<file path="src/credit_counter.sv">
`timescale 1ns/1ns
`default_nettype none

module credit_counter #(
  parameter int CREDITS = 4
) (
  input  logic clk,
  input  logic rst,
  input  logic take,
  input  logic ret,
  output logic avail
);

  localparam int CW = $clog2(CREDITS + 1);

  logic [CW-1:0] count;

  always_ff @(posedge clk) begin
    if (rst) begin
      count <= CW'(CREDITS);
    end else if (take && !ret) begin
      count <= count - 1'b1;
    end else if (ret && !take) begin
      count <= count + 1'b1;
    end
  end

  // registered count, so a returned credit is usable next cycle
  assign avail = (count != '0);

endmodule

`default_nettype wire

</file>
<file path="config.mk">
export PLATFORM = sky130hd
export DESIGN_NAME = credit_counter
export DESIGN_NICKNAME = d
export VERILOG_FILES = /design/src/credit_counter.sv
export SDC_FILE = /design/constraint.sdc
export NUM_CORES = 1
export LEC_CHECK = 0
export BUFFER_PORTS_ARGS = -buffer_cell sky130_fd_sc_hd__buf_2
export CAP_MARGIN = 20
export CORE_AREA = 2 2 39 41
export CTS_CLUSTER_DIAMETER = 150
export DETAILED_ROUTE_END_ITERATION = 10
export DIE_AREA = 0 0 41 43
export GPL_TIMING_DRIVEN = 0
export MAX_ROUTING_LAYER = met4
export SLEW_MARGIN = 10
export SYNTH_ARGS = -nofsm -noshare
export SYNTH_HDL_FRONTEND = slang
export SYNTH_SLANG_ARGS = --single-unit
</file>
<file path="constraint.sdc">
create_clock -name clk -period 4.15 [get_ports clk]
set_input_delay 0.6225 -clock clk [delete_from_list [all_inputs] [get_ports clk]]
set_output_delay 0.6225 -clock clk [all_outputs]
set_load 0.02 [all_outputs]
</file>
==> After elaboration in Yosys (flattened, before gate mapping) <==
Index checks and enable logic that the tools add are counted.
{ "word_totals": {"reg_bits": 3, "inputBits": 4, "output_inout_bits": 1, "wordCells": 11} }
{ "op_classes": {"add_sub_neg": 2, "n_mux": 2, "n_reduce_logical": 6} }
{ "ops": {"columns": ["operator", "count"], "rows": [
  ["two-way mux 3 bit", 2],
  ["adder 3 x 1 -> 3 bit (second input constant)", 1],
  ["nonzero test 3 bit", 1],
  ["subtractor 3 x 1 -> 3 bit (second input constant)", 1],
  ["logical AND 1 bit", 2],
  ["zero test 1 bit", 2],
  ["nonzero test 2 bit", 1]
]} }

==> Logic depth before layout (Yosys ltp) <==
Gate-level depths: netlist (run 1).
{ "depth": {"ltp_word": 4, "mapped_depth": 6, "ltp_nobuf": 6} }

==> Worst setup path before layout (run 1) <==
OpenSTA, ideal clock, no wires.
{ "synth_path": {"path_type": "in2reg", "start": "input ret", "end": "register count[2]", "setup_ns": 0.127, "arrival_time_ns": 1.782, "required_time_ns": 4.023, "path_slack_ns": 2.241, "stages": 6, "path_buffers": 0, "cell_sequence": "inv_1 ha_1 fa_1 xnor2_1 o21ai_1 or3b_1"} }
{ "synth_between": {"elab_chain_len": 3, "word_cells_on_any_way": 5, "cone_classes": "mux: 1; reduce/logical: 4"} }
{ "synth_lines": {"columns": ["element", "line_no", "text"], "rows": [
  ["from (decl)", "10", "input logic ret,"],
  ["zero test 1 bit", "21", "end else if (take && !ret) begin"],
  ["logical AND 1 bit", "21", null],
  ["two-way mux 3 bit or nonzero test 2 bit (tied branches)", null, null],
  ["to (signal assigned)", "20", "count <= CW'(CREDITS);"],
  ["to (signal assigned)", "22", "count <= count - 1'b1;"],
  ["to (signal assigned)", "24", "count <= count + 1'b1;"],
  ["to (decl)", "16", "logic [CW-1:0] count;"]
]} }
Several ways; a longest one is shown, not always the timed one.
A chain may end at the register's enable or synchronous reset.

==> Final worst setup path (run 1) <==
{ "layout_path": {"start": "input take", "end": "register count[2]"} }
{ "layout_between": {"elab_chain_len": 3, "word_cells_on_any_way": 5, "cone_classes": "mux: 1; reduce/logical: 4"} }
{ "layout_lines": {"columns": ["element", "line_no", "text"], "rows": [
  ["from (decl)", "9", "input logic take,"],
  ["zero test 1 bit", "23", "end else if (ret && !take) begin"],
  ["logical AND 1 bit", "23", null],
  ["nonzero test 2 bit (no source line)", null, null]
]} }
Several ways; a longest one is shown, not always the timed one.

==> results.toml, run 1 <==
[power]
seq_power_share_pct = 35.2
power.leakage_uw = 0.0000982
powerDensity_mw_per_mm2 = 485
p_sw_uw = 28.0
p_sw_share_pct = 26.0
power.internal_uw = 79.9
vdd_drop_max_v = 0.0000917
pwr-share-clk_pct = 46.7
p_comb_share_pct = 18.1

[synth]
ys_warn_count = 0
ys_types = 12
synth-async-reset-ratio_pct = 0
yosys.area.top_type_share_pct = 38.4
netlist_area_sq_um = 156
yosysSeqAreaShare_pct = 38.4
synth_edf_count = 0
synthFlopType = "dfxtp_1"
synthCells = 15
ys_top_cells_by_area = "dfxtp_1 (38%), fa_1 (13%), ha_1 (8.0%)"
synth.largest_area_cell = "dfxtp_1"
syn_nets = 21
avgSynthCellArea_sq_um = 10.4
yosys-top-cells-count = "dfxtp_1 (3), nor2_1 (2)"
synth_most_common_cell = "dfxtp_1"
ys_ff_latch = 3

[cts]
clkSinkCount = 3
numCtsBuffers = 3
clk_latency_ps = 230
post_cts_resized = 0
cts_buffer_depth = 2
path_clk_slew_ps = 40
cts-root-buf = "clkbuf_4"
post_cts.repair.setup_buffers = 0
cts_tree = "built"
hold_buffers = 0
ctsHtreeMaxLevel = 1

[grt]
grt.total_usage_pct = 4.32
grt_pass1_vias = 123
grt_pass1_wl_um = 441
antenna_found_initial = 0
grt_max_degree = 5
overflow = 0

[die]
die_width_um = 41
rows = 14
start_util_pct = 11.3
die_y_um = 43
core_area_sq_mm = 0.00138
io_pins = 5
die-area_sq_mm = 0.00176

[hold_path]
whs_path_depth = 2
hold_class = "flip-flop to flip-flop"

[critical_path]
cp.required_ps = 4260
cp_max_fo = 2
reg2reg_depth = 4
critPathArrivalTime_ps = 1920
start_kind = "input port"
end_kind = "flip-flop"
worstSetupPathType = "input port to flip-flop"

[timing]
tns_ps = 0
setup_ws_ps = 2330
period_share_pct = 43.7
worst_slew_pin_slew_ps = 171
finalHoldViolations = 0
rsz0062_at_grt = "false"
relSlewSlack_pct = 88.5
min_period_ps = 1820
skew_ps = 0.906
setup_violations = 0
finalMaxSlewViolations = 0
max_freq_ghz = 0.551

[route]
wl_per_cell_um = 6.64
ant_nets = 0
drt_pre_antenna_iters = 1
drt_iter0_drc = 0
wl_um = 259
vias = 129
vias_per_cell = 3.31
drcViolationCount = 0

[final_layout]
fin_area_sq_um = 223
reg_top3 = "count: 3 flops"
largest_reg_flops = 3
final_cells = 39
drive_above_1_share_pct = 30.4
largest_register = "count"
n_fill_cell = 152
area_delta_synth_final_pct = 42.4
antenna_cells = 0
num-nets-final = 30

[place]
post-place-ws_ps = 2100
place_inst = 35
dpl-instance-area_sq_um = 196
io_buffers = 4
gp_congestion = 0.495

[job]
cap_violations = 0

[status]
status = "finished, final reports clean"
power groups by stage:
stage               registers, uW  logic (uW)  clock network [uW]
finish                       38.0        19.5                50.4
global route                 38.9        22.0                58.6
CTS                          38.1        20.0                53.1
floorplan                    37.4        15.4                   0
detailed placement           38.4        19.8                   0
global placement             38.4        19.0                   0
path summary, 6_finish.rpt:
check,start,endpoint,slack [ps]
worst min-delay path,count[1],count[1],560
worst min register to register,count[1],count[1],560
worst max-delay path,take,count[2],2330
worst max register to register,count[0],count[2],2650
per-stage QoR:
step	hold WS (ps)	total power (uW)	utilization (%)
after CTS	558	111	16.1
after detailed placement	552	58.3	14.2
after floorplan	516	52.8	-
after global placement	543	57.3	14.2
final	555	108	16.1
after global routing	573	119	16.1
critical path, stage by stage:
cell     delay [ps]
buf_2           100
ha_1            220
fa_1            380
xnor2_1         150
o21ai_1         110
or3b_1          340
area by class of cell:
type,count,area (sq um),area share [%]
inverters,1,3.75,1.69
flip-flops and latches,3,60.1,27.0
clock buffers,4,26.3,11.8
well taps,16,20.0,8.99
repair buffers,4,20.0,8.99
multi-input cells,11,92.6,41.6
placed cells by master, fill, tap and decap left out:
cell / instances
buf_2: 4
nor2_1: 2
xor2_1: 1
mux2i_1: 1
xnor2_1: 1
or3b_1: 1
nor3_1: 1
clkbuf_4: 3
inv_1: 1
ha_1: 1
clkbuf_1: 1
o21ai_1: 1
fa_1: 1
or3_1: 1
dfxtp_1: 3
cells by family after synthesis:
logic type                 after synthesis  share of synthesized area (%)
muxes                                    1                           6.40
adders and majority gates                2                           20.8
DFF                                      3                           38.4
AOI/OAI and AO/OA                        1                           3.20
and+or+nand+nor                          5                           17.6
xor gates and xnor gates                 2                           11.2
buffers and inverters                    1                           2.40
per-layer routing:
metal	vias to the layer above	routed length, um	GRT usage, %
met3	0	41	3.14
met2	7	88	4.38
met4	0	0	4.00
li1	67	-	-
met1	55	129	5.14
met5	-	0	-
Note: power is estimated with default switching activity, not from simulation.
==> run 2: changes to the inputs <==
--- a/config.mk
+++ b/config.mk
@@ -5,6 +5,7 @@
 export SDC_FILE = /design/constraint.sdc
 export NUM_CORES = 1
 export LEC_CHECK = 0
+export ABC_AREA = 1
 export BUFFER_PORTS_ARGS = -buffer_cell sky130_fd_sc_hd__buf_2
 export CAP_MARGIN = 20
 export CORE_AREA = 2 2 39 41
==> constraint.sdc (replaced) <==
create_clock -name clk -period 1.86 [get_ports clk]
set_input_delay 0.279 -clock clk [delete_from_list [all_inputs] [get_ports clk]]
set_output_delay 0.279 -clock clk [all_outputs]
set_load 0.02 [all_outputs]
==> results.toml, run 2 <==
[status]
status = "finished, final reports clean"

[power]
seq_power_share_pct = 33.4
p_sw_uw = 67.2
p_sw_share_pct = 28.1
powerDensity_mw_per_mm2 = 938
power.internal_uw = 172
pwr-share-clk_pct = 47.5
vdd_drop_max_v = 0.000317
p_comb_share_pct = 19.1
power.leakage_uw = 0.000131

[cts]
numCtsBuffers = 3
cts-root-buf = "clkbuf_4"
cts_tree = "built"
hold_buffers = 0
post_cts.repair.setup_buffers = 0
cts_buffer_depth = 2
clkSinkCount = 3
path_clk_slew_ps = 40
clk_latency_ps = 230
ctsHtreeMaxLevel = 1
post_cts_resized = 0

[final_layout]
multiInputGateArea_sq_um = 103
area_delta_synth_final_pct = 35.1
fin_area_sq_um = 255
n_fill_cell = 160
antenna_cells = 0
final_cell_mix = "inv_1 (6), buf_2 (4)"
reg_top3 = "count: 3 flops"
largest_register = "count"
drive_above_1_share_pct = 33.3
layout_commonest_cell = "inv_1"
seq_area_sq_um = 60.1
num-nets-final = 40
largest_reg_flops = 3

[grt]
antenna_found_initial = 0
overflow = 0
met3_usage_pct = 7.85
grt_use_met1_pct = 4.50
top_usage_layer = "met2"
gr-usage-met2_pct = 9.06
grt_pass1_wl_um = 655
grt.total_usage_pct = 6.28
grt_max_degree = 5
grt_pass1_vias = 178

[die]
io_pins = 5
die-area_sq_mm = 0.00176
die_width_um = 41
start_util_pct = 13.7
rows = 14
die_y_um = 43
core_area_sq_mm = 0.00138

[timing]
period_share_pct = 63.4
rsz0062_at_grt = "false"
skew_ps = 3.06
setup_violations = 0
max_freq_ghz = 0.849
finalMaxSlewViolations = 0
finalHoldViolations = 0
worst_slew_pin_slew_ps = 149
min_period_ps = 1180
tns_ps = 0
relSlewSlack_pct = 89.9

[synth]
yosys-top-cells-count = "inv_1 (6), dfxtp_1 (3), nand2_1 (3), nor2_1 (3), nand3_2 (2)"
avgSynthCellArea_sq_um = 7.56
ys_warn_count = 0
synth.largest_area_cell = "dfxtp_1"
ys_types = 13
synth_most_common_cell = "inv_1"
ys_ff_latch = 3
syn_nets = 31
synthCells = 25
synth_edf_count = 0
yosys.area.top_type_share_pct = 31.8
synth-async-reset-ratio_pct = 0
synthFlopType = "dfxtp_1"
yosysSeqAreaShare_pct = 31.8
netlist_area_sq_um = 189
ys_top_cells_by_area = "dfxtp_1 (32%), inv_1 (12%), fa_1 (11%)"

[route]
drcViolationCount = 0
wl_per_cell_um = 7.59
drt_pre_antenna_iters = 1
ant_nets = 0
vias_per_cell = 3.67
drt_iter0_drc = 0
wl_um = 372
vias = 180

[hold_path]
min_from = "rst"
hold_class = "input port to flip-flop"

[place]
dpl-instance-area_sq_um = 229
gp_congestion = 0.758
io_buffers = 4
hpwl_um = 296

[critical_path]
cp_max_fo = 2
worstReg2RegStart = "count[0]"
start_kind = "flip-flop"
crit_family = "adder cells"
cp.required_ps = 1980
crit_slowest_cell = "fa_1"
critPathArrivalTime_ps = 1300
crit_chain = "fa_1 -> nand2_1 -> nand3_2 -> nand2_1 -> nand3_2"
slowest_delay_ps = 440
worstSetupPathType = "flip-flop to flip-flop"
end_kind = "flip-flop"
cp_num_buf_inv = 0
crit_path_start = "count[0]"

[job]
cap_violations = 0
run 2: layer usage:
metal / routed length [um] / part of all wire (%) / up-vias
met5: 0 / 0 / -
met4: 4 / 1.1 / 0
met3: 38 / 10 / 2
met2: 193 / 52 / 4
met1: 136 / 37 / 81
li1: - / - / 93
run 2: area by class of cell:
| cell class | count | area share [%] |
|---|---|---|
| Inverter | 7 | 10.3 |
| Timing Repair Buffer | 4 | 7.84 |
| Sequential cell | 3 | 23.5 |
| Tap cell | 16 | 7.84 |
| Clock buffer | 4 | 10.3 |
| Multi-Input combinational cell | 15 | 40.2 |
run 2: cells by family after synthesis:
group,count (synthesis),share of synthesized area (%)
AND/OR/NAND/NOR,10,29.1
buffers and inverters,7,13.9
AO/OA/AOI/OAI,3,7.94
flip-flops,3,31.8
adder cells (fa/ha/maj),2,17.2
run 2: power groups by stage:
stage	Sequential [uW]	Combinational (uW)	Clock, uW
after CTS	80.0	46.8	120
after global placement	80.7	44.4	0
after floorplan	79.4	34.5	0
after global routing	81.1	52.7	128
final	79.9	45.7	114
after detailed placement	81.0	45.7	0
run 2: through the flow:
| step | instances | utilization [%] | setup slack, ps | power [uW] | hold slack, ps |
|---|---|---|---|---|---|
| global route | 49 | 18.4 | 604 | 262 | 285 |
| global placement | 45 | 16.5 | 449 | 125 | 480 |
| detailed placement | 45 | 16.5 | 444 | 127 | 489 |
| finish | 49 | 18.4 | 681 | 239 | 282 |
| CTS | 49 | 18.4 | 672 | 247 | 285 |
| floorplan | 25 | - | 592 | 114 | 406 |
run 2: worst paths after layout:
check,cells after the start,end,slack [ps]
max reg2reg,5,count[2],680
max,5,count[2],680
min reg2reg,2,count[2],490
min,3,count[2],280
run 2: tightest hold or removal path: stages:
cell and delay, ps:
buf_2 70, inv_1 60, nand3_2 70
