**config.mk**
```make
export PLATFORM = sky130hd
export DESIGN_NAME = rv_decode_flat
export DESIGN_NICKNAME = d
export VERILOG_FILES = /design/src/rv_trace_pkg.sv /design/src/fetch_if.sv /design/src/rv_decode.sv /design/src/flat_wrapper.sv
export SDC_FILE = /design/constraint.sdc
export NUM_CORES = 1
export LEC_CHECK = 0
export BUFFER_PORTS_ARGS = -buffer_cell sky130_fd_sc_hd__buf_4
export CAP_MARGIN = 5
export CORE_AREA = 2 2 120 122
export CTS_BUF_LIST = sky130_fd_sc_hd__clkbuf_2 sky130_fd_sc_hd__clkbuf_4 sky130_fd_sc_hd__clkbuf_8
export CTS_CLUSTER_DIAMETER = 80
export DETAILED_ROUTE_END_ITERATION = 8
export DIE_AREA = 0 0 122 124
export PLACE_DENSITY = 0.87
export SYNTH_ARGS = -nofsm -noshare
export SYNTH_HDL_FRONTEND = slang
export SYNTH_SLANG_ARGS = --single-unit
```
**constraint.sdc**
```tcl
create_clock -name clk -period 2.4 [get_ports clk]
set_clock_uncertainty 0.15 [all_clocks]
set_input_delay 0.48 -clock clk [delete_from_list [all_inputs] [get_ports clk]]
set_output_delay 0.48 -clock clk [all_outputs]
set_load 0.02 [all_outputs]
```
**src/rv_trace_pkg.sv**
```systemverilog
`default_nettype none

package rv_trace_pkg;

  typedef logic [31:0] xlen_t;
  typedef logic [31:0] addr_t;
  typedef logic [63:0] order_t;
  typedef logic [4:0]  reg_idx_t;
  typedef logic [6:0]  opcode_t;

  // RV32I major opcodes, insn[6:0]
  localparam opcode_t OP_LUI      = 7'b0110111;
  localparam opcode_t OP_AUIPC    = 7'b0010111;
  localparam opcode_t OP_JAL      = 7'b1101111;
  localparam opcode_t OP_JALR     = 7'b1100111;
  localparam opcode_t OP_BRANCH   = 7'b1100011;
  localparam opcode_t OP_LOAD     = 7'b0000011;
  localparam opcode_t OP_STORE    = 7'b0100011;
  localparam opcode_t OP_IMM      = 7'b0010011;
  localparam opcode_t OP_REG      = 7'b0110011;
  localparam opcode_t OP_MISC_MEM = 7'b0001111;
  localparam opcode_t OP_SYSTEM   = 7'b1110011;

  // instruction encoding formats
  typedef enum logic [2:0] {
    fmt_r,
    fmt_i,
    fmt_s,
    fmt_b,
    fmt_u,
    fmt_j,
    fmt_bad
  } inst_fmt_e;

endpackage

`default_nettype wire

```
**src/fetch_if.sv**
```systemverilog
`timescale 1ns/1ns
`default_nettype none

interface fetch_if;
  import rv_trace_pkg::*;

  // request, fetch controller to memory
  logic   req_valid;
  addr_t  req_pc;
  order_t req_order;
  logic   req_last;

  // response, memory to decoder, one cycle behind its request
  logic   rsp_valid;
  addr_t  rsp_pc;
  order_t rsp_order;
  logic   rsp_last;
  xlen_t  rsp_insn;

  modport ctrl (
    output req_valid, req_pc, req_order, req_last
  );

  modport mem (
    input  req_valid, req_pc, req_order, req_last,
    output rsp_valid, rsp_pc, rsp_order, rsp_last, rsp_insn
  );

  modport dec (
    input rsp_valid, rsp_pc, rsp_order, rsp_last, rsp_insn
  );

endinterface

`default_nettype wire

```
**src/rv_decode.sv**
```systemverilog
`timescale 1ns/1ns
`default_nettype none

module rv_decode (
  input  logic                    clk,
  input  logic                    rst,
  fetch_if.dec                    f,
  output logic                    trace_valid,
  output rv_trace_pkg::order_t    trace_order,
  output rv_trace_pkg::addr_t     trace_pc,
  output rv_trace_pkg::xlen_t     trace_insn,
  output rv_trace_pkg::inst_fmt_e trace_fmt,
  output rv_trace_pkg::reg_idx_t  trace_rd,
  output rv_trace_pkg::reg_idx_t  trace_rs1,
  output rv_trace_pkg::reg_idx_t  trace_rs2,
  output rv_trace_pkg::xlen_t     trace_imm,
  output logic                    trace_last
);
  import rv_trace_pkg::*;

  xlen_t     insn;
  opcode_t   opcode;
  inst_fmt_e fmt;
  xlen_t     imm;
  reg_idx_t  rd;
  reg_idx_t  rs1;
  reg_idx_t  rs2;

  assign insn   = f.rsp_insn;
  assign opcode = insn[6:0];

  always_comb begin
    case (opcode)
      OP_LUI, OP_AUIPC: fmt = fmt_u;
      OP_JAL:           fmt = fmt_j;
      OP_JALR, OP_LOAD, OP_IMM, OP_MISC_MEM, OP_SYSTEM: begin
        fmt = fmt_i;
      end
      OP_BRANCH:        fmt = fmt_b;
      OP_STORE:         fmt = fmt_s;
      OP_REG:           fmt = fmt_r;
      default:          fmt = fmt_bad;
    endcase
  end

  // sign-extended immediate, insn[31] is always the sign bit
  always_comb begin
    case (fmt)
      fmt_i:   imm = {{20{insn[31]}}, insn[31:20]};
      fmt_s:   imm = {{20{insn[31]}}, insn[31:25], insn[11:7]};
      fmt_b:   imm = {{19{insn[31]}}, insn[31], insn[7], insn[30:25], insn[11:8], 1'b0};
      fmt_u:   imm = {insn[31:12], 12'b0};
      fmt_j:   imm = {{11{insn[31]}}, insn[31], insn[19:12], insn[20], insn[30:21], 1'b0};
      default: imm = '0;
    endcase
  end

  // zero the register fields a format does not carry
  always_comb begin
    rd  = (fmt == fmt_r || fmt == fmt_i || fmt == fmt_u || fmt == fmt_j) ? insn[11:7] : '0;
    rs1 = (fmt == fmt_r || fmt == fmt_i || fmt == fmt_s || fmt == fmt_b) ? insn[19:15] : '0;
    rs2 = (fmt == fmt_r || fmt == fmt_s || fmt == fmt_b) ? insn[24:20] : '0;
  end

  always_ff @(posedge clk) begin
    if (f.rsp_valid) begin
      trace_order <= f.rsp_order;
      trace_pc    <= f.rsp_pc;
      trace_insn  <= insn;
      trace_fmt   <= fmt;
      trace_rd    <= rd;
      trace_rs1   <= rs1;
      trace_rs2   <= rs2;
      trace_imm   <= imm;
      trace_last  <= f.rsp_last;
    end
  end

  always_ff @(posedge clk) begin
    if (rst) begin
      trace_valid <= 1'b0;
    end else begin
      trace_valid <= f.rsp_valid;
    end
  end

endmodule

`default_nettype wire

```
**src/flat_wrapper.sv**
```systemverilog
// flat-port wrapper written by rule: the top's interface ports become plain ports
module rv_decode_flat import rv_trace_pkg::*;
  (clk, rst, trace_valid, trace_order, trace_pc, trace_insn, trace_fmt, trace_rd, trace_rs1, trace_rs2, trace_imm, trace_last, f_rsp_valid, f_rsp_pc, f_rsp_order, f_rsp_last, f_rsp_insn);
  fetch_if f_i ();
  input  logic clk;
  input  logic rst;
  output logic trace_valid;
  output rv_trace_pkg::order_t trace_order;
  output rv_trace_pkg::addr_t trace_pc;
  output rv_trace_pkg::xlen_t trace_insn;
  output rv_trace_pkg::inst_fmt_e trace_fmt;
  output rv_trace_pkg::reg_idx_t trace_rd;
  output rv_trace_pkg::reg_idx_t trace_rs1;
  output rv_trace_pkg::reg_idx_t trace_rs2;
  output rv_trace_pkg::xlen_t trace_imm;
  output logic trace_last;
  input wire logic [$bits(f_i.rsp_valid)-1:0] f_rsp_valid;
  input wire logic [$bits(f_i.rsp_pc)-1:0] f_rsp_pc;
  input wire logic [$bits(f_i.rsp_order)-1:0] f_rsp_order;
  input wire logic [$bits(f_i.rsp_last)-1:0] f_rsp_last;
  input wire logic [$bits(f_i.rsp_insn)-1:0] f_rsp_insn;
  assign f_i.rsp_valid = f_rsp_valid;
  assign f_i.rsp_pc = f_rsp_pc;
  assign f_i.rsp_order = f_rsp_order;
  assign f_i.rsp_last = f_rsp_last;
  assign f_i.rsp_insn = f_rsp_insn;
  rv_decode u_core (.clk(clk), .rst(rst), .f(f_i), .trace_valid(trace_valid), .trace_order(trace_order), .trace_pc(trace_pc), .trace_insn(trace_insn), .trace_fmt(trace_fmt), .trace_rd(trace_rd), .trace_rs1(trace_rs1), .trace_rs2(trace_rs2), .trace_imm(trace_imm), .trace_last(trace_last));
endmodule
```
* Yosys cells after proc, flatten, opt, wreduce, memory -nomap -nowiden
Index checks and enable logic that the tools add are counted.
** Storage, ports and cells
- Input bits :: 132
- Register bits after elaboration :: 180
- Word-level logic and storage cells :: 38
- Output and inout bits :: 180
** Operators by class
- Muxes and demuxes :: 2
- Eq/ne operators :: 16
- Reductions and logical operators :: 10
** Operators by type and width (number)
- 32-bit one-hot mux with 5 select lines :: 1
- 7-bit equality test, second input constant :: 4
- 7-bit by 6-bit equality test with 1-bit output, second input constant :: 3
- 3-bit one-hot mux with 6 select lines :: 1
- 7-bit by 5-bit equality test with 1-bit output, second input constant :: 2
- 7-bit by 2-bit equality test with 1-bit output, second input constant :: 1
- 7-bit by 4-bit equality test with 1-bit output, second input constant :: 1
- 1-bit logical OR :: 7
- 3-bit by 2-bit equality test with 1-bit output, second input constant :: 2
- 3-bit equality test, second input constant :: 2
- 5-bit OR reduction :: 1
- 3-bit by 1-bit equality test with 1-bit output, second input constant :: 1
- 3-bit logical NOT :: 1
- 2-bit OR reduction :: 1

* Depth between registers and ports, before layout
- Depth after elaboration :: 7
- Mapped depth :: 6
- Gate-level depth less buffers :: 4

* Worst setup path before layout
OpenSTA, ideal clock, no wires.
- Path type :: input -> register
- Start point :: input port f_rsp_insn[5]
- End point :: register u_core.trace_imm[20], data pin
- Arrival :: 1336 ps
- Buffers on the path :: 2
- Cell stages on the path :: 6
- Path slack :: 661 ps
- Data required time :: 1996 ps
- Cells stage by stage :: buf_2 -> and2_2 -> o211ai_2 -> a21oi_2 -> buf_4 -> a21o_1
** On the way
- Longest elaborated chain between the ends :: 5
** Ends and longest elaborated chain
- from (decl) :: line flat_wrapper.sv:21 : input wire logic [$bits(f_i.rsp_insn)-1:0] f_rsp_insn;
- 7-bit equality test, or another cell as far along :: line rv_decode.sv:33 : case (opcode)
- 5-bit OR reduction or 2-bit OR reduction (tied branches) :: line rv_decode.sv:33
- 3-bit one-hot mux with 6 select lines * :: line rv_decode.sv:33
- 3-bit equality test, or another cell as far along :: line rv_decode.sv:48 : case (fmt)
- 32-bit one-hot mux with 5 select lines * :: line rv_decode.sv:48
- named net u_core.imm[20] :: line rv_decode.sv:24 : xlen_t imm;
- to (signal assigned) :: line rv_decode.sv:74 : trace_imm <= imm;
- to (decl) :: line rv_decode.sv:16 : output rv_trace_pkg::xlen_t trace_imm,
Mark *: on every way through the listed nets, which the timed path passes. The rest lies on a longest branch.
A chain may end at the register's enable or synchronous reset.

* Worst setup path after layout
- Start point :: input port f_rsp_insn[6]
- End point :: register u_core.trace_imm[24], data pin
Same word-level chain as after synthesis.

==> flow_summary.toml <==
[timing]
setup_viol = 0
setup_tns_ns = 0
slew_violations = 0
fin_crit_ns = 1.74
worstMarginPinSlew_ns = 1.08
setup_slack_ns = 0.656
relSlewSlack_pct = 27.6
max_freq_mhz = 573
hold-worst-slack_ns = 0.0426
hold_viol_final = 0
rsz0062_at_grt = "false"
fin_crit_sh_pct = 72.7

[logic_synthesis]
ys_ff_latch = 180
synth_edf_count = 179
muxShareOfSynthArea_pct = 0
ys.warnings.count = 0
synth_compound_area_share_pct = 6.24
async_reset_ff_share_pct = 0
synth-xor-area-share_pct = 0.141
synth_nets = 434
yosys.area_share.adder_pct = 0
synth_cell_types = 43
synth_simple_gate_area_share_pct = 5.52
synthCells = 302
syn_area_mm2 = 0.00619
yosysSeqAreaShare_pct = 87.1
syn_area_per_cell_um2 = 20.5
ys.flop_type = "edfxtp_1"
synth_top_family_by_area = "compound AO/OA/AOI/OAI gates"

[layout]
fillCellCount = 932
nets = 762
area_delta_synth_final_pct = 48.8
diodes = 0
drive_gt1_share_pct = 56.0
final_cell_mix = "313 x buf_4, 179 x edfxtp_1, 19 x nand2_1, 19 x clkbuf_8"
final_common_cell = "buf_4"

[routing]
drc_errors = 0
vias = 4094
drt_pass1_iterations = 5
first_iter_violations = 273
wl_mm = 16.9
antenna_left = 0
wl_per_cell_um = 20.6
viasPerCell = 4.97

[power_and_ir_drop]
p_per_area_mw_per_mm2 = 757
ir_drop_v = 0.000342
leakage_nw = 3.85
total_power_mw = 6.98

[die]
ios = 312
initial_core_util_pct = 45.1
die-area_mm2 = 0.0151
fp.dieW_um = 122
core-area_mm2 = 0.0137
row_count = 43
die_height_um = 124

[worst_setup_path]
cp_max_fo = 11
crit_chain = "buf_4, inv_1, nand3_1, nor3_1, a21o_1"
cp.arrival_ns = 1.91
slowest_delay_ns = 0.83
critical_path.top_delay_family = "simple AND/OR/NAND/NOR gates"
startpoint_type = "input pin"
criticalPathCategory = "in -> reg"
crit_path_end_kind = "flop"
path_buf_inv = 2
crit_slowest_cell = "nor3_1"
cp.required_ns = 2.57

[clock_network]
clk_pin_slew_ns = 0.09
cts.sink_count = 180
cts_setup_buffers = 0
clk_path_buf_depth = 2
root_buffer = "clkbuf_8"
cts_made_buffers = 17
cts_tree = "done"
cts_hold_buf = 0
post_cts_resized = 0
cts.htree.levels = 4

[worst_hold_path]
hold_path_class = "in -> reg"

[run]
drv_cap = 0

[global_routing]
grt_usage_pct = 21.2
gr-total-overflow = 0
antenna_found_initial = 0
grt_pass1_vias = 3893
grt_max_degree = 49
grt_pass1_wl_mm = 22.8

[placed_design]
gp_congestion = 0.851
io_buffers = 311
dpl.hpwl_mm = 12.8
place_ws_ns = 0.181

[status]
status = "finished, final reports clean"
==> layer usage <==
metal	wire length, um	part of all wire [%]	GRT usage, %
met5	0	0	0
met4	359	2.1	8.69
met3	1440	8.5	7.51
met2	9160	54	36.8
met1	5970	35	23.8
==> through the flow <==
stage	std cells	area (um^2)	util, %
after global placement	791	8790	64.1
after detailed placement	791	8790	64.1
after floorplan	302	6190	-
final	823	9210	67.2
after CTS	823	9210	67.2
after global routing	823	9210	67.2
==> layout make-up <==
class	instances	area, um^2	share of cell area (%)
inverter	3	11.3	0.122
tap	180	225	2.44
clock buffer	27	322	3.49
sequential	180	5400	58.6
multi-input combinational	111	737	8.00
timing repair buffer	317	2420	26.3
clock inverter	5	103	1.11
==> flip-flops by register name, indices dropped and copies added, names as in the netlist <==
signal	count
u_core.trace_last	1
u_core.trace_imm	32
u_core.trace_pc	32
u_core.trace_fmt	3
u_core.trace_rs2	5
u_core.trace_order	64
u_core.trace_rd	5
u_core.trace_insn	32
u_core.trace_rs1	5
u_core.trace_valid	1
==> logic make-up (layout without fill, tap and decap cells) <==
group / count (synthesis) / after routing
AOI/OAI and AO/OA: 50 / 50
xor gates and xnor gates: 1 / 1
buffers and inverters: 11 / 352
DFF: 180 / 180
and+or+nand+nor: 60 / 60
==> Yosys cell counts, types with 3 or more instances <==
master    instances  area (um^2)
clkbuf_1          3         11.3
and3_1            6         37.5
nor2b_1           3         18.8
and2_1           12         75.1
edfxtp_1        179         5380
nor2_1            5         18.8
nand2_1          19         71.3
inv_1             3         11.3
a21o_1           12         90.1
a22o_1            4         35.0
buf_4             3         22.5
a21oi_1           6         30.0
o21ai_0          11         55.1
==> power breakdown <==
group	switching [mW]	internal, mW
sequential	0.0739	3.71
combinational	0.575	0.448
clock	0.993	1.18
==> worst paths after layout <==
| path | startpoint | to | depth (start not counted) |
|---|---|---|---|
| setup / recovery | f_rsp_insn[6] | u_core.trace_imm[24] | 5 |
| hold / removal | rst | u_core.trace_valid | 2 |
(Power assumes the default switching activity.)
