## src/rv_trace_pkg.sv

```systemverilog
`default_nettype none

package rv_trace_pkg;

  typedef logic [31:0] xlen_t;
  typedef logic [31:0] addr_t;
  typedef logic [63:0] order_t;
  typedef logic [4:0]  reg_idx_t;
  typedef logic [6:0]  opcode_t;

  // RV32I major opcodes, insn[6:0]
  localparam opcode_t OP_LUI      = 7'b0110111;
  localparam opcode_t OP_AUIPC    = 7'b0010111;
  localparam opcode_t OP_JAL      = 7'b1101111;
  localparam opcode_t OP_JALR     = 7'b1100111;
  localparam opcode_t OP_BRANCH   = 7'b1100011;
  localparam opcode_t OP_LOAD     = 7'b0000011;
  localparam opcode_t OP_STORE    = 7'b0100011;
  localparam opcode_t OP_IMM      = 7'b0010011;
  localparam opcode_t OP_REG      = 7'b0110011;
  localparam opcode_t OP_MISC_MEM = 7'b0001111;
  localparam opcode_t OP_SYSTEM   = 7'b1110011;

  // instruction encoding formats
  typedef enum logic [2:0] {
    fmt_r,
    fmt_i,
    fmt_s,
    fmt_b,
    fmt_u,
    fmt_j,
    fmt_bad
  } inst_fmt_e;

endpackage

`default_nettype wire

```

## src/fetch_if.sv

```systemverilog
`timescale 1ns/1ns
`default_nettype none

interface fetch_if;
  import rv_trace_pkg::*;

  // request, fetch controller to memory
  logic   req_valid;
  addr_t  req_pc;
  order_t req_order;
  logic   req_last;

  // response, memory to decoder, one cycle behind its request
  logic   rsp_valid;
  addr_t  rsp_pc;
  order_t rsp_order;
  logic   rsp_last;
  xlen_t  rsp_insn;

  modport ctrl (
    output req_valid, req_pc, req_order, req_last
  );

  modport mem (
    input  req_valid, req_pc, req_order, req_last,
    output rsp_valid, rsp_pc, rsp_order, rsp_last, rsp_insn
  );

  modport dec (
    input rsp_valid, rsp_pc, rsp_order, rsp_last, rsp_insn
  );

endinterface

`default_nettype wire

```

## src/fetch_ctrl.sv

```systemverilog
`timescale 1ns/1ns
`default_nettype none

module fetch_ctrl #(
  parameter int IMEM_WORDS = 256
) (
  input  logic                clk,
  input  logic                rst,
  input  logic                start,
  input  rv_trace_pkg::addr_t start_pc,
  input  logic [15:0]         start_count,
  input  logic                credit_avail,
  output logic                credit_take,
  output logic                busy,
  fetch_if.ctrl               f
);
  import rv_trace_pkg::*;

  // byte pc wraps at the memory size, depth is a power of two
  localparam addr_t PC_MASK = addr_t'(IMEM_WORDS * 4 - 1);

  typedef enum logic {
    idle,
    run
  } state_e;

  state_e      state;
  addr_t       pc;
  logic [15:0] remaining;
  order_t      order;
  logic        issue;

  // one word per cycle while a credit is held
  assign issue       = (state == run) && credit_avail;
  assign credit_take = issue;
  assign busy        = (state == run);

  assign f.req_valid = issue;
  assign f.req_pc    = pc;
  assign f.req_order = order;
  assign f.req_last  = (remaining == 16'd1);

  always_ff @(posedge clk) begin
    if (rst) begin
      state     <= idle;
      remaining <= '0;
      order     <= '0;
    end else begin
      case (state)
        idle: begin
          // a zero-length run never leaves idle
          if (start && start_count != 16'd0) begin
            state     <= run;
            remaining <= start_count;
          end
        end
        run: begin
          if (issue) begin
            remaining <= remaining - 16'd1;
            if (remaining == 16'd1) begin
              state <= idle;
            end
          end
        end
        default: state <= idle;
      endcase
      // order keeps counting across runs
      if (issue) begin
        order <= order + 64'd1;
      end
    end
  end

  always_ff @(posedge clk) begin
    if (state == idle && start) begin
      pc <= start_pc & PC_MASK;
    end else if (issue) begin
      pc <= (pc + addr_t'(4)) & PC_MASK;
    end
  end

endmodule

`default_nettype wire

```

## src/flat_wrapper.sv

```systemverilog
// flat-port wrapper written by rule: the top's interface ports become plain ports
module fetch_ctrl_flat import rv_trace_pkg::*;
#(
  parameter int IMEM_WORDS = 256
)
  (clk, rst, start, start_pc, start_count, credit_avail, credit_take, busy, f_req_valid, f_req_pc, f_req_order, f_req_last);
  fetch_if f_i ();
  input  logic clk;
  input  logic rst;
  input  logic start;
  input  rv_trace_pkg::addr_t start_pc;
  input  logic [15:0] start_count;
  input  logic credit_avail;
  output logic credit_take;
  output logic busy;
  output wire logic [$bits(f_i.req_valid)-1:0] f_req_valid;
  output wire logic [$bits(f_i.req_pc)-1:0] f_req_pc;
  output wire logic [$bits(f_i.req_order)-1:0] f_req_order;
  output wire logic [$bits(f_i.req_last)-1:0] f_req_last;
  assign f_req_valid = f_i.req_valid;
  assign f_req_pc = f_i.req_pc;
  assign f_req_order = f_i.req_order;
  assign f_req_last = f_i.req_last;
  fetch_ctrl #(.IMEM_WORDS(IMEM_WORDS)) u_core (.clk(clk), .rst(rst), .start(start), .start_pc(start_pc), .start_count(start_count), .credit_avail(credit_avail), .credit_take(credit_take), .busy(busy), .f(f_i));
endmodule
```

## config.mk

```make
export PLATFORM = sky130hd
export DESIGN_NAME = fetch_ctrl_flat
export DESIGN_NICKNAME = d
export VERILOG_FILES = /design/src/rv_trace_pkg.sv /design/src/fetch_if.sv /design/src/fetch_ctrl.sv /design/src/flat_wrapper.sv
export SDC_FILE = /design/constraint.sdc
export NUM_CORES = 1
export LEC_CHECK = 0
export BUFFER_PORTS_ARGS = -buffer_cell sky130_fd_sc_hd__buf_2
export CAP_MARGIN = 5
export CORE_UTILIZATION = 45
export CTS_BUF_LIST = sky130_fd_sc_hd__clkbuf_4
export DETAILED_ROUTE_END_ITERATION = 6
export PLACE_DENSITY = 0.7
export SYNTH_ARGS = -nofsm -noshare
export SYNTH_HDL_FRONTEND = slang
export SYNTH_SLANG_ARGS = --single-unit
export TNS_END_PERCENT = 50
```

## constraint.sdc

```tcl
create_clock -name clk -period 2.4 [get_ports clk]
set_input_delay 0.6 -clock clk [delete_from_list [all_inputs] [get_ports clk]]
set_output_delay 0.6 -clock clk [all_outputs]
set_load 0.01 [all_outputs]
```

# After elaboration in Yosys (flattened, before gate mapping)
# Cells that the tools add are included.
dict set report word_totals {
  inputBits 52
  regBits 91
  mem_count 0
  mem_bits_rw 0
  romBits 0
  output_inout_bits 100
  elab_cells 26
  latch_bits 0
}
dict set report classes {
  multipliers 0
  n_addsub 3
  shifts 0
  muxes 9
  eq_ne 3
  n_lt_le_gt_ge 0
  div 0
  n_reduce_logical 6
  bitwise 1
}
# operator count
set ops {}
lappend ops {{$add 64x1->64 const B} 1}
lappend ops {{$mux 16} 2}
lappend ops {{$pmux 16 s2} 1}
lappend ops {{$mux 10} 2}
lappend ops {{$eq 16x1->1 const B} 1}
lappend ops {{$reduce_bool 16->1} 1}
lappend ops {{$sub 16x1->16 const B} 1}
lappend ops {{$add 10x3->10 const B} 1}
lappend ops {{$logic_and 1x1->1} 3}
lappend ops {{$mux 1} 3}
lappend ops {{$ne 2x1->1 const B} 1}
lappend ops {{$ne 2x2->1 const B} 1}
lappend ops {{$pmux 1 s2} 1}
lappend ops {{$reduce_and 2->1} 1}
lappend ops {{$reduce_bool 2->1} 1}
lappend ops {{$not 1->1} 1}

# Logic depth before layout (Yosys ltp)
# Gate-level depths: netlist of run 1.
dict set report logic_depth {
  ltp_word 4
  ltp_mapped 8
  depth_no_buf 6
}

# Worst setup path before layout of run 1
# OpenSTA, ideal clock, no wires.
dict set report synth_path {
  path_type {input -> register}
  start {in start_count[6]}
  end {reg u_core.remaining[12]}
  setup_time_ns 0.070
  n_path_buf 1
  path_slack_ns 0.138
  arrival_time_ns 2.191
  path_stages 6
  required_ns 2.330
  path_cell_list {or4_1 > o41a_1 > a21oi_4 > buf_4 > o21ai_1 > a21oi_1}
}
dict set report synth_via {
  elab_chain_len 4
}
# item line
set synth_rtl {}
lappend synth_rtl {{start, declared} flat_wrapper.sv:12} ;# input logic [15:0] start_count;
lappend synth_rtl {{$reduce_bool 16->1} fetch_ctrl.sv:52} ;# if (start && start_count != 16'd0) begin
lappend synth_rtl {{$logic_and 1x1->1} fetch_ctrl.sv:52}
lappend synth_rtl {{$ne 2x1->1 (no line)} --}
lappend synth_rtl {{$reduce_and 2->1 (no line)} --}
lappend synth_rtl {{end signal, assigned} fetch_ctrl.sv:54} ;# remaining <= start_count;
lappend synth_rtl {{end signal, assigned} fetch_ctrl.sv:59} ;# remaining <= remaining - 16'd1;
lappend synth_rtl {{end, declared} fetch_ctrl.sv:29} ;# logic [15:0] remaining;
# Every way passes these cells.
# A chain may end at the register's enable or synchronous reset.

# Final worst setup path of run 1
dict set report layout_path {
  start {reg u_core.remaining[6]}
  end {out f_req_last}
}
dict set report layout_via {
  elab_chain_len 1
}
# item line
set layout_rtl {}
lappend layout_rtl {{$eq 16x1->1} fetch_ctrl.sv:41} ;# assign f.req_last = (remaining == 16'd1);
lappend layout_rtl {{end, declared} flat_wrapper.sv:19} ;# output wire logic [$bits(f_i.req_last)-1:0] f_req_last;
# Every way passes these cells.

==> flow_summary.ini, run 1 <==
[critical_path]
critPathCaptureType = output port
critPathKind = register to output port
cp.required_ns = 1.80
worstReg2RegStart = u_core.f.req_order[5]
slowest_stage = dfxtp_1
cpLargestDelayFamily = simple AND/OR/NAND/NOR gates
crit_chain = nor3_2, and3b_1, and4_1, buf_2
critPathLaunchType = register
crit_arrival_ns = 1.66
crit_fanout = 5
max_stage_delay_ns = 0.38
startpoint = u_core.remaining[6]
worst-path-buf-inv = 1

[synthesis]
synth_edf_count = 10
ys_seq_area_share_pct = 39.46
ys_warn_count = 0
synth.distinct_cells = 56
synth_seq_cells = 91
synth_cells = 593
synthArstFlopShare_pct = 0
syn-cell-area_sq_mm = 0.004871
avgSynthCellArea_sq_um = 8.214
synth-main-ff-cell = dfxtp_1

[global_route]
gr-total-overflow = 0
track_usage_pct = 21.48
grt_pass1_wl_microns = 19850
grt_pass1_vias = 4304
antenna_found_initial = 0
grt_max_degree = 51

[routing]
drtIter0Drc = 264
dr.pass1.iters = 5
wl_microns = 11860
vias = 4689
drc = 0
ant_nets = 0
wl_per_cell_microns = 14.05
vias_per_cell = 5.556

[floorplan]
coreArea_sq_mm = 0.01042
die_w_microns = 106.0
dieArea_sq_mm = 0.01124
start_util_pct = 46.76
io_pins = 152
std_cell_rows = 37
dieHeight_microns = 106.0

[clock_tree]
cts_buffers = 9
htree_levels = 3
insertion_delay_ns = 0.43
cts_hold_buf = 0
cts_num_sinks = 91
cts_tree = built
root_buffer = clkbuf_4
clkSlewWorstSetupHoldPaths_ns = 0.14
cts_buffer_depth = 2

[min_path]
hp-start = start_count[0]
hold_path_class = primary input to register

[power]
vdd_drop_max_uv = 268.8
power.density_mw_per_mm2 = 507.9
p_leak_nw = 2.197

[place]
pre_cts_ws_ns = -0.01958
place_hpwl_microns = 8482
port_buffers = 107
gp_congestion = 0.8513
place_area_sq_mm = 0.005552

[timing]
slew_headroom_pct = 51.95
report.final.slew_viol_count = 0
finalClockSkew_ns = 0.02409
fin_crit_ns = 2.261
max_freq_mhz = 442.2
finalHoldViolCount = 0
worstMarginPinSlew_ns = 0.7207
fin_ws_ns = 0.1387
rsz0062_at_grt = no
fin_crit_sh_pct = 94.22
setup_viol = 0

[flow_run]
cap_violations = 0

[layout]
fin_nets = 759
diodes = 0
final_area_sq_mm = 0.005713
syn_to_final_growth_pct = 17.29
final_layout_size_suffix_gt1_share_pct = 23.31

[outcome]
outcome = finished, final reports clean
==> path summary, 6_finish.rpt <==
check | end | slack [ns] | cells after the start
worst max-delay path | f_req_last | 0.14 | 4
worst max register to register | u_core.f.req_order[58] | 0.19 | 6
worst min register to register | u_core.remaining[15] | 0.50 | 2
worst min-delay path | u_core.remaining[0] | 0.44 | 3
==> power by group <==
group          switching, mW  internal (mW)
Combinational          0.243          0.165
Clock                  0.522          0.332
Sequential            0.0479           1.59
==> cell usage after synthesis (3+ instances only) <==
cell | n | share of area [%]
a21oi_1 | 60 | 6.2
and3_1 | 7 | 0.90
and4_1 | 3 | 0.54
buf_2 | 3 | 0.31
buf_4 | 24 | 3.7
clkbuf_1 | 21 | 1.6
dfxtp_1 | 81 | 33
edfxtp_1 | 10 | 6.2
ha_1 | 4 | 1.0
inv_1 | 17 | 1.3
nand2_1 | 53 | 4.1
nand2b_1 | 3 | 0.39
nand3_1 | 29 | 3.0
nand3b_1 | 3 | 0.46
nand4_1 | 21 | 2.7
nor2_1 | 46 | 3.5
nor2b_1 | 5 | 0.64
nor3_1 | 10 | 1.0
nor4_1 | 7 | 0.90
o21a_1 | 3 | 0.46
o21ai_0 | 41 | 4.2
o21ai_1 | 7 | 0.72
o31ai_1 | 18 | 2.8
o32ai_1 | 4 | 0.72
or3_1 | 23 | 3.0
or4_1 | 24 | 3.7
xnor2_1 | 13 | 2.3
xor2_1 | 16 | 2.9
==> cell usage in the layout (no fill, tap or decap), types with 4 or more instances in the layout <==
| cell type | n |
|---|---|
| a21oi_1 | 60 |
| and3_1 | 7 |
| buf_2 | 107 |
| buf_4 | 18 |
| clkbuf_4 | 10 |
| conb_1 | 22 |
| dfxtp_1 | 80 |
| edfxtp_1 | 10 |
| ha_1 | 4 |
| inv_1 | 17 |
| nand2_1 | 53 |
| nand3_1 | 28 |
| nand4_1 | 21 |
| nor2_1 | 45 |
| nor2b_1 | 5 |
| nor3_1 | 9 |
| nor4_1 | 7 |
| o21ai_0 | 41 |
| o21ai_1 | 7 |
| o31ai_1 | 18 |
| o32ai_1 | 4 |
| or3_1 | 23 |
| or4_1 | 24 |
| xnor2_1 | 13 |
| xor2_1 | 16 |
==> worst reg2reg max path: stages (launching register included) <==
cell     delay, ns
dfxtp_1       0.47
and4_4        0.30
and4_1        0.34
nand3_1       0.16
buf_12        0.20
or4_1         0.51
a21oi_1       0.16
==> final cells by class <==
class / count / area [sq um]
Fill cell: 986 / 4703
Multi-Input combinational cell: 454 / 2666
Sequential cell: 91 / 1923
Timing Repair Buffer: 129 / 745.7
Tap cell: 136 / 170.2
Clock buffer: 10 / 75.07
Inverter: 18 / 67.56
Clock inverter: 6 / 65.06
==> through the flow <==
stage | std cells | power [mW] | utilization [%] | hold slack (ns) | setup TNS (ns)
global route | 844 | 3.050 | 54.85 | 0.4521 | 0
CTS | 844 | 2.934 | 54.68 | 0.4069 | 0
global placement | 828 | 2.062 | 53.30 | 0.4692 | 0
detailed placement | 828 | 2.072 | 53.30 | 0.4733 | -0.04307
finish | 844 | 2.902 | 54.85 | 0.4416 | 0
floorplan | 614 | 1.964 | - | 0.4540 | 0
==> cell families after synthesis <==
family                     count (synthesis)  synth area share [%]
xor gates and xnor gates                  29                 5.214
adders and majority gates                  4                 1.028
buffers and inverters                     69                 7.680
other                                      1               0.07699
DFF                                       91                 39.46
AOI/OAI and AO/OA                        146                 17.57
muxes                                      3                0.6678
and+or+nand+nor                          250                 28.31
==> sequential cells by signal (all words and copies together) (netlist names) <==
name,cells
u_core.f.req_order,64
u_core.remaining,16
u_core.f.req_pc,10
u_core.busy,1
==> layer usage <==
metal	part of all wire (%)	vias to the layer above	track usage, %	routed length [microns]
met3	5.6	15	4.905	665
li1	-	2340	-	-
met5	0	-	0	0
met4	1.3	0	6.944	154
met2	47	158	35.62	5521
met1	47	2176	27.59	5517
==> what timing repair did <==
item | 4_1_cts | 5_1_grt
setup endpoints to repair | 2 | 4
resized for setup | 1 | 5
setup buffers | 0 | 0
(Power assumes the default switching activity.)
==> inputs of run 2 (changes only) <==
--- a/config.mk
+++ b/config.mk
@@ -5,12 +5,12 @@
 export SDC_FILE = /design/constraint.sdc
 export NUM_CORES = 1
 export LEC_CHECK = 0
-export BUFFER_PORTS_ARGS = -buffer_cell sky130_fd_sc_hd__buf_2
 export CAP_MARGIN = 5
 export CORE_UTILIZATION = 45
 export CTS_BUF_LIST = sky130_fd_sc_hd__clkbuf_4
 export DETAILED_ROUTE_END_ITERATION = 6
-export PLACE_DENSITY = 0.7
+export DONT_BUFFER_PORTS = 1
+export PLACE_DENSITY = 0.58
 export SYNTH_ARGS = -nofsm -noshare
 export SYNTH_HDL_FRONTEND = slang
 export SYNTH_SLANG_ARGS = --single-unit
==> flow_summary.ini, run 2 (same netlist as run 1, synthesis figures left out) <==
[outcome]
outcome = finished, final reports clean

[clock_tree]
cts_hold_buf = 0
insertion_delay_ns = 0.44
cts_buffer_depth = 2
cts_buffers = 9
root_buffer = clkbuf_4
clkSlewWorstSetupHoldPaths_ns = 0.14
cts_tree = built
htree_levels = 3
cts_num_sinks = 91
cts_setup_buffers = 0

[critical_path]
critPathLaunchType = register
critPathKind = register to output port
crit_chain = nor3_2, and3b_1, and4_1
worstReg2RegStart = u_core.f.req_order[1]
crit_arrival_ns = 1.66
cp.required_ns = 1.80
worst-path-buf-inv = 0
rrSetupSlack_ns = 0.24
cpLargestDelayFamily = simple AND/OR/NAND/NOR gates
max_stage_delay_ns = 0.38
crit_fanout = 5
critPathCaptureType = output port
slowest_stage = dfxtp_1
r2r_cells = 7
reg2reg_to = u_core.f.req_order[60]

[place]
pre_cts_ws_ns = 0.08314
dpl.cell_count = 734
gp_congestion = 0.8127
port_buffers = 0
place_hpwl_microns = 8283

[floorplan]
dieArea_sq_mm = 0.01124
io_pins = 152
die_w_microns = 106.0
dieHeight_microns = 106.0
coreArea_sq_mm = 0.01042
std_cell_rows = 37
start_util_pct = 46.76

[timing]
fin_crit_sh_pct = 94.34
finalClockSkew_ns = 0.01353
setup_viol = 0
max_freq_mhz = 441.6
fin_ws_ns = 0.1357
report.final.slew_viol_count = 0
rsz0062_at_grt = no
finalHoldViolCount = 0
finalSetupTns_ns = 0
fin_crit_ns = 2.264

[routing]
met3_wirelength_microns = 852
drc = 0
wl_per_cell_microns = 15.80
vias = 4306
ant_nets = 0
dr.pass1.iters = 4
wl_met2_microns = 5605
drtIter0Drc = 238
vias_per_cell = 5.741
dr.max_layer_used = met4
wl_microns = 11850
wl_met1_microns = 5327

[layout]
seq_area_sq_mm = 0.001923
multi_input_area_sq_mm = 0.002675
fin_cells = 750
largest_register_ff_count = 64
diodes = 0
fin_nets = 665
fillers = 1044
final_cell_mix = 80 x dfxtp_1, 60 x a21oi_1, 53 x nand2_1
syn_to_final_growth_pct = 7.141
final_common_cell = dfxtp_1
final_layout_size_suffix_gt1_share_pct = 11.24

[power]
p_seq_share_pct = 61.0
vdd_drop_max_uv = 383.2
p_leak_nw = 1.713
switching_share_pct = 27.99
combPwrFrac_pct = 12.4
p_switching_mw = 0.7569
p_int_mw = 1.947
pwr-share-clk_pct = 26.6
power.density_mw_per_mm2 = 518.1

[flow_run]
cap_violations = 0

[global_route]
gr-total-overflow = 0
grt_max_degree = 85
grt_pass1_vias = 3976
grt_pass1_wl_microns = 19270
track_usage_pct = 21.28
antenna_found_initial = 0

[min_path]
hp-start = rst
hold_path_class = primary input to register
hold_depth = 1
whs_endpoint = u_core.f.req_order[49]
-- run 2: routing by layer --
layer,global-route usage (%),vias up
li1,-,2150
met2,34.55,113
met5,0,-
met4,4.861,0
met1,26.56,2038
met3,8.277,5
-- run 2: worst max path at each step --
stage / from / to / slack [ns] / depth (start not counted)
3_3_place_gp: start_count[3] / u_core.remaining[8] / 0.09 / 6
6_report: u_core.remaining[6] / f_req_last / 0.14 / 3
4_1_cts: u_core.remaining[6] / f_req_last / 0.05 / 3
3_5_place_dp: u_core.f.req_order[1] / u_core.f.req_order[48] / 0.08 / 7
2_1_floorplan: start_count[6] / u_core.remaining[12] / 0.14 / 6
5_1_grt: u_core.remaining[6] / f_req_last / 0.02 / 3
-- run 2: area by class of cell --
type,instances,area share (%)
Multi-Input combinational cell,454,51.26
Sequential cell,91,36.85
Timing Repair Buffer,35,5.346
Tap cell,136,3.261
Clock buffer,11,1.582
Inverter,18,1.319
Clock inverter,5,0.3836
-- run 2: what timing repair did --
| item | CTS | global route |
|---|---|---|
| resized for setup | 1 | 6 |
| pin swaps | 0 | 0 |
| endpoints found under the setup margin | 1 | 17 |
| hold endpoints to repair | 0 | 0 |
-- run 2: power groups by stage --
stage | registers [mW] | logic [mW] | clock network [mW]
after floorplan | 1.67 | 0.293 | 0
after global placement | 1.68 | 0.321 | 0
after detailed placement | 1.68 | 0.327 | 0
after CTS | 1.65 | 0.329 | 0.761
after global routing | 1.66 | 0.371 | 0.824
final | 1.65 | 0.335 | 0.720
-- run 2: worst register-to-register path, stage by stage (launching register included) --
cell and delay (ns):
dfxtp_2 0.45, ha_1 0.18, nand3_1 0.18, nor3_2 0.26
nand3_1 0.10, buf_4 0.24, or4_1 0.53, a21oi_1 0.14
-- run 2: through the flow --
| stage | util [%] | area, sq um | hold WS (ns) | power [mW] |
|---|---|---|---|---|
| after floorplan | - | 4950 | 0.4540 | 1.964 |
| after global placement | 48.85 | 5089 | 0.4611 | 2.002 |
| after detailed placement | 48.85 | 5089 | 0.4688 | 2.009 |
| after CTS | 49.85 | 5192 | 0.1811 | 2.739 |
| after global routing | 50.10 | 5219 | 0.1476 | 2.854 |
| final | 50.10 | 5219 | 0.2109 | 2.704 |
